**src/source/framePkg.sv**
```systemverilog
package framePkg;

  // frame geometry
  localparam int FRAME_BEATS = 16;           // beats per frame
  localparam int FRAME_WORDS = 8;            // data words per frame, two beats each
  localparam int PRE_LEN_W   = 3;            // pre-trigger length width
  localparam int TS_W        = 48;           // beat timestamp width

  localparam logic [7:0] CHANNEL_ID  = 8'd3;
  localparam logic [7:0] HEADER_MARK = 8'hA5;
  localparam logic [7:0] FOOTER_MARK = 8'h5A;

  localparam int DESC_DEPTH = 2;             // one entry per memory slot
  localparam int OUT_DEPTH  = 4;
  localparam int OUT_CNT_W  = $clog2(OUT_DEPTH + 1);

  // one ADC beat: two samples and the trigger flag
  typedef struct packed {
    logic [11:0] sampleA;
    logic [11:0] sampleB;
    logic        trig;
  } sampleBeat;

  typedef logic [63:0] frameWord;

  // descriptor of one captured frame
  typedef struct packed {
    logic [TS_W-1:0]      timeStamp;         // index of the first beat
    logic [15:0]          seqNum;
    logic [PRE_LEN_W-1:0] preLen;
    logic                 slot;
  } frameInfo;

  // single-port memory request
  typedef struct packed {
    logic       write;
    logic [3:0] addr;                        // {slot, word index}
    frameWord   wdata;
  } ramReq;

  // word layouts, msb first
  typedef struct packed {
    logic [7:0]      mark;
    logic [7:0]      channel;
    logic [TS_W-1:0] timeStamp;
  } headerWord;

  typedef struct packed {
    logic [15:0] pad;
    logic [11:0] earlyA;
    logic [11:0] earlyB;
    logic [11:0] lateA;
    logic [11:0] lateB;
  } dataWord;

  typedef struct packed {
    logic [7:0]  mark;
    logic [15:0] seqNum;
    logic [15:0] preLen;                     // value sits in low bits
    logic [23:0] pad;
  } footerWord;

endpackage

```
**src/source/dataFrameGenerator.sv**
```systemverilog
module dataFrameGenerator (
  input  logic                           WR_CLK,
  input  logic                           RD_RESET,
  input  logic [framePkg::PRE_LEN_W-1:0] preLen,
  input  logic                           inValid,
  input  framePkg::sampleBeat            inBeat,
  output logic                           inReady,
  input  logic                           outReady,
  output logic                           outValid,
  output framePkg::frameWord             outWord
);

  wire beatAccept = inValid & inReady;     // handshake on the input stream

  framePkg::sampleBeat delayedBeat;
  logic delayedValid;
  logic wrReq;
  framePkg::ramReq wrData;
  logic descPush;
  framePkg::frameInfo descIn;
  logic descFull;
  logic descValid;
  framePkg::frameInfo descOut;
  logic descPop;
  logic slotFree;
  logic rdReq;
  logic [3:0] rdAddr;
  logic rdGrant;
  logic rdValid;
  framePkg::frameWord rdData;
  logic outPush;
  framePkg::frameWord pushWord;
  logic [framePkg::OUT_CNT_W-1:0] outFree;

  preTriggerDelay delayLine (
    .WR_CLK (WR_CLK), .RD_RESET (RD_RESET), .beatValid (beatAccept), .beatIn (inBeat),
    .preLen (preLen), .delayedBeat (delayedBeat), .delayedValid (delayedValid)
  );

  frameCapture capture (
    .WR_CLK (WR_CLK), .RD_RESET (RD_RESET), .beatValid (beatAccept), .beatIn (inBeat),
    .delayedBeat (delayedBeat), .delayedValid (delayedValid), .preLen (preLen),
    .inReady (inReady), .wrReq (wrReq), .wrData (wrData), .descPush (descPush),
    .desc (descIn), .descFull (descFull), .slotFree (slotFree)
  );

  syncFifo #(.payload_t (framePkg::frameInfo), .DEPTH (framePkg::DESC_DEPTH)) descQueue (
    .WR_CLK (WR_CLK), .RD_RESET (RD_RESET), .push (descPush), .din (descIn),
    .pop (descPop), .dout (descOut), .notEmpty (descValid), .full (descFull),
    .freeCount ()
  );

  frameRamArbiter arbiter (
    .WR_CLK (WR_CLK), .RD_RESET (RD_RESET), .wrReq (wrReq), .wrData (wrData),
    .rdReq (rdReq), .rdAddr (rdAddr), .rdGrant (rdGrant), .rdValid (rdValid),
    .rdData (rdData)
  );

  frameReader reader (
    .WR_CLK (WR_CLK), .RD_RESET (RD_RESET), .descValid (descValid), .desc (descOut),
    .descPop (descPop), .rdReq (rdReq), .rdAddr (rdAddr), .rdGrant (rdGrant),
    .rdValid (rdValid), .rdData (rdData), .outPush (outPush), .outWord (pushWord),
    .outFree (outFree), .slotFree (slotFree)
  );

  // output words, popped straight by the sink handshake
  syncFifo #(.payload_t (framePkg::frameWord), .DEPTH (framePkg::OUT_DEPTH)) outQueue (
    .WR_CLK (WR_CLK), .RD_RESET (RD_RESET), .push (outPush), .din (pushWord),
    .pop (outReady), .dout (outWord), .notEmpty (outValid), .full (),
    .freeCount (outFree)
  );

endmodule

```
**src/source/frameCapture.sv**
```systemverilog
module frameCapture (
  input  logic                           WR_CLK,
  input  logic                           RD_RESET,
  input  logic                           beatValid,
  input  framePkg::sampleBeat            beatIn,
  input  framePkg::sampleBeat            delayedBeat,
  input  logic                           delayedValid,
  input  logic [framePkg::PRE_LEN_W-1:0] preLen,
  output logic                           inReady,
  output logic                           wrReq,
  output framePkg::ramReq                wrData,
  output logic                           descPush,
  output framePkg::frameInfo             desc,
  input  logic                           descFull,
  input  logic                           slotFree
);

  logic readyReg;                          // low through reset
  logic [framePkg::TS_W-1:0] tsCnt;        // timestamp of the live beat
  logic [15:0] seqCnt;
  logic [1:0] slotBusy;
  logic nextSlot;                          // slots are taken in turn
  logic freeSlot;                          // and freed in the same order
  logic capturing;
  logic [3:0] beatCnt;                     // delayed beats taken so far
  logic curSlot;
  logic [framePkg::PRE_LEN_W-1:0] framePre;
  logic [framePkg::TS_W-1:0] frameTs;
  framePkg::sampleBeat holdBeat;           // earlier beat of a pair
  framePkg::dataWord packed2;
  logic start;
  logic lastWrite;

  // busy slots form a run, so a busy nextSlot means both are taken
  assign start = beatValid & beatIn.trig & ~capturing & ~slotBusy[nextSlot] & ~descFull;

  assign wrReq     = capturing & delayedValid & beatCnt[0];   // odd beat closes a word
  assign lastWrite = wrReq & (beatCnt == 4'(framePkg::FRAME_BEATS - 1));
  assign inReady   = readyReg;

  assign packed2 = '{pad: 16'd0,
                     earlyA: holdBeat.sampleA, earlyB: holdBeat.sampleB,
                     lateA: delayedBeat.sampleA, lateB: delayedBeat.sampleB};
  assign wrData  = '{write: 1'b1, addr: {curSlot, beatCnt[3:1]}, wdata: packed2};

  assign desc = '{timeStamp: frameTs, seqNum: seqCnt, preLen: framePre, slot: curSlot};

  always_ff @(posedge WR_CLK) begin
    if (RD_RESET) begin
      readyReg  <= 1'b0;
      tsCnt     <= '0;
      seqCnt    <= '0;
      slotBusy  <= '0;
      nextSlot  <= 1'b0;
      freeSlot  <= 1'b0;
      capturing <= 1'b0;
      beatCnt   <= '0;
      descPush  <= 1'b0;
    end else begin
      readyReg <= 1'b1;
      descPush <= lastWrite;               // push the cycle after the last write
      if (beatValid) tsCnt <= tsCnt + 1'b1;
      if (descPush) seqCnt <= seqCnt + 16'd1;
      if (slotFree) begin
        slotBusy[freeSlot] <= 1'b0;
        freeSlot           <= ~freeSlot;
      end
      if (start) begin
        capturing          <= 1'b1;
        beatCnt            <= '0;
        slotBusy[nextSlot] <= 1'b1;
        nextSlot           <= ~nextSlot;
      end else if (capturing && delayedValid) begin
        beatCnt <= beatCnt + 4'd1;
        if (lastWrite) capturing <= 1'b0;
      end
    end
  end

  // frame payload
  always_ff @(posedge WR_CLK) begin
    if (start) begin
      curSlot  <= nextSlot;
      framePre <= preLen;
      frameTs  <= tsCnt - framePkg::TS_W'(preLen);   // first beat of the window
    end
    if (capturing && delayedValid && !beatCnt[0]) holdBeat <= delayedBeat;
  end

endmodule

```
**src/source/frameRam.sv**
```systemverilog
module frameRam (
  input  logic               WR_CLK,
  input  framePkg::ramReq    req,
  input  logic               en,
  output framePkg::frameWord rdata
);

  // two slots of eight words
  framePkg::frameWord mem [16];

  always_ff @(posedge WR_CLK) begin
    if (en) begin
      if (req.write) begin
        mem[req.addr] <= req.wdata;
      end else begin
        rdata <= mem[req.addr];            // registered read
      end
    end
  end

endmodule

```
**src/source/frameRamArbiter.sv**
```systemverilog
module frameRamArbiter (
  input  logic               WR_CLK,
  input  logic               RD_RESET,
  input  logic               wrReq,
  input  framePkg::ramReq    wrData,
  input  logic               rdReq,
  input  logic [3:0]         rdAddr,
  output logic               rdGrant,
  output logic               rdValid,
  output framePkg::frameWord rdData
);

  framePkg::ramReq memReq;
  logic memEn;

  // writes never wait, reads fill the gaps
  assign rdGrant = rdReq & ~wrReq;
  assign memEn   = wrReq | rdGrant;

  always_comb begin
    if (wrReq) begin
      memReq = wrData;
    end else begin
      memReq = '{write: 1'b0, addr: rdAddr, wdata: '0};
    end
  end

  // data of a granted read lands next cycle
  always_ff @(posedge WR_CLK) begin
    if (RD_RESET) begin
      rdValid <= 1'b0;
    end else begin
      rdValid <= rdGrant;
    end
  end

  frameRam ram (
    .WR_CLK (WR_CLK),
    .req    (memReq),
    .en     (memEn),
    .rdata  (rdData)
  );

endmodule

```
**src/source/frameReader.sv**
```systemverilog
module frameReader (
  input  logic                           WR_CLK,
  input  logic                           RD_RESET,
  input  logic                           descValid,
  input  framePkg::frameInfo             desc,
  output logic                           descPop,
  output logic                           rdReq,
  output logic [3:0]                     rdAddr,
  input  logic                           rdGrant,
  input  logic                           rdValid,
  input  framePkg::frameWord             rdData,
  output logic                           outPush,
  output framePkg::frameWord             outWord,
  input  logic [framePkg::OUT_CNT_W-1:0] outFree,
  output logic                           slotFree
);

  typedef enum logic [1:0] {stIdle, stHead, stData, stFoot} readState;

  readState state;
  logic [2:0] rdCnt;                       // next word index to read
  logic roomOk;
  logic headPush;
  logic footPush;
  framePkg::headerWord hdr;
  framePkg::footerWord ftr;

  assign hdr = '{mark: framePkg::HEADER_MARK, channel: framePkg::CHANNEL_ID,
                 timeStamp: desc.timeStamp};
  assign ftr = '{mark: framePkg::FOOTER_MARK, seqNum: desc.seqNum,
                 preLen: 16'(desc.preLen), pad: 24'd0};

  // a returning word takes one place this cycle, keep two spare beyond it
  assign roomOk = rdValid ? (outFree >= 3) : (outFree >= 2);

  assign headPush = (state == stHead) & (outFree >= 2);
  assign footPush = (state == stFoot) & ~rdValid & (outFree >= 2);   // last data first
  assign rdReq    = (state == stData) & roomOk;
  assign rdAddr   = {desc.slot, rdCnt};

  assign outPush = rdValid | headPush | footPush;
  assign outWord = rdValid ? rdData :
                   (state == stHead) ? framePkg::frameWord'(hdr) : framePkg::frameWord'(ftr);
  assign descPop = footPush;               // frame fully queued

  always_ff @(posedge WR_CLK) begin
    if (RD_RESET) begin
      state    <= stIdle;
      rdCnt    <= '0;
      slotFree <= 1'b0;
    end else begin
      slotFree <= footPush;                // slot released after the footer
      case (state)
        stIdle: if (descValid) state <= stHead;
        stHead: begin
          if (headPush) begin
            state <= stData;
            rdCnt <= '0;
          end
        end
        stData: begin
          if (rdReq && rdGrant) begin
            rdCnt <= rdCnt + 3'd1;
            if (rdCnt == 3'(framePkg::FRAME_WORDS - 1)) state <= stFoot;
          end
        end
        stFoot: if (footPush) state <= stIdle;
        default: state <= stIdle;
      endcase
    end
  end

endmodule

```
**src/source/preTriggerDelay.sv**
```systemverilog
module preTriggerDelay (
  input  logic                           WR_CLK,
  input  logic                           RD_RESET,
  input  logic                           beatValid,
  input  framePkg::sampleBeat            beatIn,
  input  logic [framePkg::PRE_LEN_W-1:0] preLen,
  output framePkg::sampleBeat            delayedBeat,
  output logic                           delayedValid
);

  // 8 entries covers the longest pre-trigger window
  framePkg::sampleBeat ring [8];
  logic [2:0] wrPtr;
  logic [2:0] rdIdx;

  assign rdIdx = wrPtr - preLen;           // wraps mod 8

  always_ff @(posedge WR_CLK) begin
    if (RD_RESET) begin
      for (int i = 0; i < 8; i++) begin
        ring[i] <= '0;
      end
      wrPtr        <= '0;
      delayedBeat  <= '0;
      delayedValid <= 1'b0;
    end else begin
      delayedValid <= beatValid;           // one cycle behind the live beat
      if (beatValid) begin
        ring[wrPtr] <= beatIn;
        wrPtr       <= wrPtr + 3'd1;
        // zero length means the beat being written now
        if (preLen == '0) begin
          delayedBeat <= beatIn;
        end else begin
          delayedBeat <= ring[rdIdx];
        end
      end
    end
  end

endmodule

```
**src/source/syncFifo.sv**
```systemverilog
module syncFifo #(
  parameter type payload_t = logic [63:0],
  parameter int  DEPTH     = 4
) (
  input  logic                         WR_CLK,
  input  logic                         RD_RESET,
  input  logic                         push,
  input  payload_t                     din,
  input  logic                         pop,
  output payload_t                     dout,
  output logic                         notEmpty,
  output logic                         full,
  output logic [$clog2(DEPTH+1)-1:0]   freeCount
);

  payload_t mem [DEPTH];
  logic [$clog2(DEPTH)-1:0] wrPtr;
  logic [$clog2(DEPTH)-1:0] rdPtr;
  logic [$clog2(DEPTH+1)-1:0] count;       // occupancy
  logic doPush;
  logic doPop;

  assign doPush    = push & ~full;         // overflow push is dropped
  assign doPop     = pop & notEmpty;
  assign notEmpty  = (count != '0);
  assign full      = (count == ($clog2(DEPTH+1))'(DEPTH));
  assign freeCount = ($clog2(DEPTH+1))'(DEPTH) - count;
  assign dout      = mem[rdPtr];           // head shows without a pop

  always_ff @(posedge WR_CLK) begin
    if (RD_RESET) begin
      wrPtr <= '0;
      rdPtr <= '0;
      count <= '0;
    end else begin
      if (doPush) wrPtr <= (wrPtr == DEPTH - 1) ? '0 : wrPtr + 1'b1;
      if (doPop) rdPtr <= (rdPtr == DEPTH - 1) ? '0 : rdPtr + 1'b1;
      case ({doPush, doPop})
        2'b10:   count <= count + 1'b1;
        2'b01:   count <= count - 1'b1;
        default: count <= count;           // both or neither
      endcase
    end
  end

  // storage
  always_ff @(posedge WR_CLK) begin
    if (doPush) mem[wrPtr] <= din;
  end

endmodule

```
**config.mk**
```make
export PLATFORM = sky130hd
export DESIGN_NAME = dataFrameGenerator
export DESIGN_NICKNAME = d
export VERILOG_FILES = /design/src/source/framePkg.sv /design/src/source/dataFrameGenerator.sv /design/src/source/frameCapture.sv /design/src/source/frameRam.sv /design/src/source/frameRamArbiter.sv /design/src/source/frameReader.sv /design/src/source/preTriggerDelay.sv /design/src/source/syncFifo.sv
export SDC_FILE = /design/constraint.sdc
export NUM_CORES = 2
export LEC_CHECK = 0
export ABC_AREA = 1
export BUFFER_PORTS_ARGS = -buffer_cell sky130_fd_sc_hd__buf_2
export CAP_MARGIN = 10
export CORE_AREA = 2 2 383 385
export DETAILED_ROUTE_END_ITERATION = 10
export DIE_AREA = 0 0 385 387
export PLACE_DENSITY = 0.69
export SLEW_MARGIN = 40
export SYNTH_ARGS = -nofsm -noshare
export SYNTH_HDL_FRONTEND = slang
export SYNTH_HIERARCHICAL = 1
export SYNTH_SLANG_ARGS = --single-unit
```
**constraint.sdc**
```tcl
create_clock -name WR_CLK -period 7 [get_ports WR_CLK]
set_clock_uncertainty 0.05 [all_clocks]
set_input_delay 0.35 -clock WR_CLK [delete_from_list [all_inputs] [get_ports WR_CLK]]
set_output_delay 0.35 -clock WR_CLK [all_outputs]
set_load 0.03 [all_outputs]
```
# [Yosys cells after proc, flatten, opt, wreduce, memory -nomap -nowiden]
# Memories as Yosys holds them, arrays and structs flattened. A register that Yosys moved wholly into a read port is not among the register bits.
# Cells that the tools add are included.
# W data, S select, Z words.
[totals] register_bits=173 mem_bits_rw=1616 inputBits=32 wordCells=173 n_memories=4
[op_classes] addsub=16 order_cmp=6 n_eq_ne=18 n_mux=51 bitwise=32 n_reduce_logical=20
[mem_list] memory="arbiter.ram.mem" words=16 width=64 read_ports=1 rd_ports_with_merged_regs=1 wr=1 line="frameRam.sv:9" rtl="framePkg::frameWord mem [16];"
[mem_list] memory="outQueue.mem" words=4 width=64 read_ports=1 rd_ports_with_merged_regs=1 wr=1 line="syncFifo.sv:16" rtl="payload_t mem [DEPTH];"
[mem_list] memory="delayLine.ring" words=8 width=25 read_ports=1 rd_ports_with_merged_regs=1 wr=8 line="preTriggerDelay.sv:12" rtl="framePkg::sampleBeat ring [8];"
[mem_list] memory="descQueue.mem" words=2 width=68 read_ports=1 rd_ports_with_merged_regs=1 wr=1 line="syncFifo.sv:16"
[op_table] cell="$mux W64" n=2
[op_table] cell="$mux W69" n=1
[op_table] cell="$add A48 B1 Y48 const B" n=1
[op_table] cell="$sub A48 B3 Y48" n=1
[op_table] cell="$mux W1" n=26
[op_table] cell="$mux W25" n=1
[op_table] cell="$reduce_or A25 Y1" n=1
[op_table] cell="$mux W2" n=12
[op_table] cell="$and A1 B1 Y1" n=17
[op_table] cell="$add A16 B1 Y16 const B" n=1
[op_table] cell="$eq A2 B2 Y1 const B" n=7
[op_table] cell="$pmux W3 S2" n=2
[op_table] cell="$reduce_bool A2 Y1" n=6
[op_table] cell="$add A3 B1 Y3 const B" n=3
[op_table] cell="$mux W3" n=3
[op_table] cell="$not A1 Y1" n=9
[op_table] cell="$ne A2 B2 Y1 const B" n=4
[op_table] cell="$pmux W2 S4" n=1
[op_table] cell="$add A2 B1 Y2 const B" n=3
[op_table] cell="$eq A2 B1 Y1 const B" n=3
[op_table] cell="$eq A3 B3 Y1 const B" n=2
[op_table] cell="$ge A3 B2 Y1 const B" n=2
[op_table] cell="$logic_and A1 B1 Y1" n=5
[op_table] cell="$reduce_and A5 Y1" n=1
[op_table] cell="other kinds (22)" n=29

# [Depth between registers and ports, before layout]
[depth] ltp_word=10 depth_mapped=17

# [Cells and area by module]
# Netlist, hierarchy kept.
[modules_own_cells] module="frameRam" instances=1 cells_per_inst=4199 area_each_um2=44624.0 seq_area_each_um2=32671.3
[modules_own_cells] module="preTriggerDelay" instances=1 cells_per_inst=1201 area_each_um2=10621.4 seq_area_each_um2=6586.3
[modules_own_cells] module="syncFifo (outQueue)" instances=1 cells_per_inst=686 area_each_um2=10009.6 seq_area_each_um2=7867.5
[modules_own_cells] module="frameCapture" instances=1 cells_per_inst=1115 area_each_um2=8260.4 seq_area_each_um2=3783.6
[modules_own_cells] module="syncFifo (descQueue)" instances=1 cells_per_inst=253 area_each_um2=5270.1 seq_area_each_um2=4184.0
[modules_own_cells] module="frameReader" instances=1 cells_per_inst=192 area_each_um2=1191.1 seq_area_each_um2=120.1
[modules_own_cells] module="frameRamArbiter" instances=1 cells_per_inst=156 area_each_um2=626.9 seq_area_each_um2=20.0
[modules_own_cells] module="dataFrameGenerator" instances=1 cells_per_inst=2 area_each_um2=7.5 seq_area_each_um2=0.0

# [Worst setup path before layout]
# OpenSTA, ideal clock, no wires.
[synth_timing] path_kind="register to register" from="register with a tool-made name" to="memory arbiter/ram/mem[0][0] in the netlist's numbering (enable)" t_arrival_ps=4585 t_required_ps=6464 path_slack_ps=1879 stages_incl_launch_ff=12 period_less_slack_ps=5121 cell_sequence="dfxtp_1 -> buf_6 -> buf_2 -> mux2_2 -> buf_4 -> nand2_1 -> nand2_1 -> nor2_1 -> clkbuf_1 -> buf_2 -> inv_1 -> nor2_1"
[synth_lines] element="to (decl)" line="frameRam.sv:9"

==> results.yml <==
outcome:
  outcome: "finished, final reports clean"
finish:
  multiInputGateArea_sq_um: 21320
  final_nets: 7840
  final_cell_area_sq_um: 88780
  final_cell_mix: "3440 x nand2_1, 1748 x edfxtp_1, 641 x nor2_1, 476 x inv_1, 207 x nand3_1"
  final_cells: 9852
  drive_above_1_share_pct: 7.841
  layout_commonest_cell: "nand2_1"
  regArea_sq_um: 54980
  nFillCells: 11460
  syn2layout_area_growth_pct: 10.67
floorplan:
  row_count: 140
  coreArea_sq_um: 144900
  die_h_um: 387
  die_area_sq_um: 149000
  start_util_pct: 55.38
  die_x_um: 385
  ios: 98
place:
  hpwl_mm: 119.9
  gp_congestion: 0.8746
  pre_cts_slack_ns: 2.322
  place_inst: 9478
  io_buffers: 97
  place_area_sq_um: 82220
power:
  p_sw_share_pct: 27.84
  ir_worst_vdd_mv: 0.2380
  p_switching_w: 0.007507
  powerDensity_nw_per_um2: 303.8
  combPwrFrac_pct: 14.3
  intPower_w: 0.01946
  leakage_nw: 36.95
  p_clk_share_pct: 37.8
  pwr-share-seq_pct: 47.9
global_routing:
  grt_pass1_vias: 51610
  grt_max_degree: 172
  grt_pass1_wl_mm: 310.9
  grtUsageTotal_pct: 27.47
  overflow: 0
  antenna_found_initial: 4
sta:
  whs_ns: 0.06661
  post-route-period-util_pct: 67.72
  tightest_slew_ns: 0.8700
  final.setup.worst_slack_ns: 2.259
  fmax_mhz: 210.9
  finalCriticalPeriod_ns: 4.741
  setup_viol: 0
  final.setup.tns_ns: 0
  slew_headroom_pct: 42.00
  drv_slew: 0
  rsz0062_at_grt: "false"
  hold_viol_final: 0
setup_path:
  worstPathRequired_ns: 7.41
  cp_data_arrival_time_ns: 5.15
  end_kind: "register"
  path_class: "register to register"
  worstSetupStartpointType: "register"
  critPathMaxFanout: 72
route:
  highest_layer: "met5"
  wl_met1_mm: 84.21
  vias: 53990
  routed_wl_mm: 204.7
  avgRoutedWirePerCell_um: 20.78
  met3WireLength_mm: 14.86
  dr_wl_met2_mm: 99.55
  drtPass1Iterations: 7
  drc: 0
  drtAntennaViolNets: 0
  drt-initial-drc-count: 5652
  viasPerCell: 5.480
synthesis:
  synth.avg_cell_area_sq_um: 10.33
  syn_inst: 7764
  syn-cell-area_sq_um: 80220
  yosysWarnings: 6
cts:
  tritoncts: "built"
  h-tree-depth: 4
  cts_resized: 0
  cts.path.max_buffers: 3
  insertion_delay_ns: 0.83
  cts_root_buf: "clkbuf_16"
  postCtsSetupRepairBufs: 0
  numCtsBuffers: 186
  cts_sinks: 1872
  cts_hold_buffers: 28
  path_clk_slew_ns: 0.06
min_path:
  hold_class: "primary input to register"
run:
  drv_cap: 0
## worst paths after layout
| path | from | to | slack [ns] | depth (start not counted) |
|---|---|---|---|---|
| hold / removal | inBeat[11] | delayLine/ring[7][11]$_SDFFCE_PN0P_ | 0.07 | 3 |
| setup reg to reg | capture/capturing$_SDFFE_PP0P_ | arbiter/ram/mem[5][51]$_DFFE_PP_ | 2.26 | 10 |
| hold reg to reg | capture/frameTs[14]$_DFFE_PP_ | descQueue/mem[0][34]$_DFFE_PP_ | 0.39 | 0 |
| setup / recovery | capture/capturing$_SDFFE_PP0P_ | arbiter/ram/mem[5][51]$_DFFE_PP_ | 2.26 | 10 |
## cell type report
class | instances | share of cell area, %
multi-input cells | 4979 | 24.02
clock inverters | 112 | 1.442
well taps | 1917 | 2.702
repair buffers | 219 | 2.089
clock buffers | 231 | 5.585
inverters | 520 | 2.231
diodes | 2 | 0.005637
flip-flops and latches | 1872 | 61.93
## per-stage QoR
| stage | utilization, % | total power [W] |
|---|---|---|
| 2_1_floorplan | - | 0.01563 |
| 5_1_grt | 61.28 | 0.02778 |
| 6_report | 61.29 | 0.02697 |
| 4_1_cts | 61.26 | 0.02702 |
| 3_3_place_gp | 56.55 | 0.01690 |
| 3_5_place_dp | 56.76 | 0.01697 |
## registers in the layout, summed over array words and instances, names as in the netlist, 3 cells and up, named ones only
signal / cells
arbiter/ram/mem: 1024
outQueue/mem: 256
delayLine/ring: 192
descQueue/mem: 136
arbiter/ram/rdata: 64
capture/frameTs: 48
capture/tsCnt: 48
capture/wrData: 24
delayLine/delayedBeat: 24
capture/seqCnt: 16
capture/beatCnt: 4
capture/framePre: 3
delayLine/wrPtr: 3
outQueue/count: 3
reader/rdCnt: 3
## layer usage
metal / up-vias / track usage [%]
met3: 335 / 3.603
met5: - / 0
li1: 25350 / -
met4: 2 / 9.020
met1: 26130 / 37.89
met2: 2176 / 45.28
## power groups by stage
stage | Combinational [W] | Sequential, W | Clock, W
5_1_grt | 0.00417 | 0.0129 | 0.0107
4_1_cts | 0.00385 | 0.0129 | 0.0103
6_report | 0.00385 | 0.0129 | 0.0102
3_3_place_gp | 0.00376 | 0.0131 | 0
3_5_place_dp | 0.00382 | 0.0131 | 0
2_1_floorplan | 0.00264 | 0.0130 | 0
## worst max-delay path: stages, from the launching register on
cell and delay [ns]:
dfxtp_1 0.36, nand2_1 0.16, nor2_4 0.12, buf_4 0.49, inv_1 0.22, nand2_1 0.21, nand2_8 0.33, inv_8 0.53
nand3_1 0.44, nor2_4 0.78, buf_4 0.52
No activity file was read; power rests on OpenSTA's default activity.
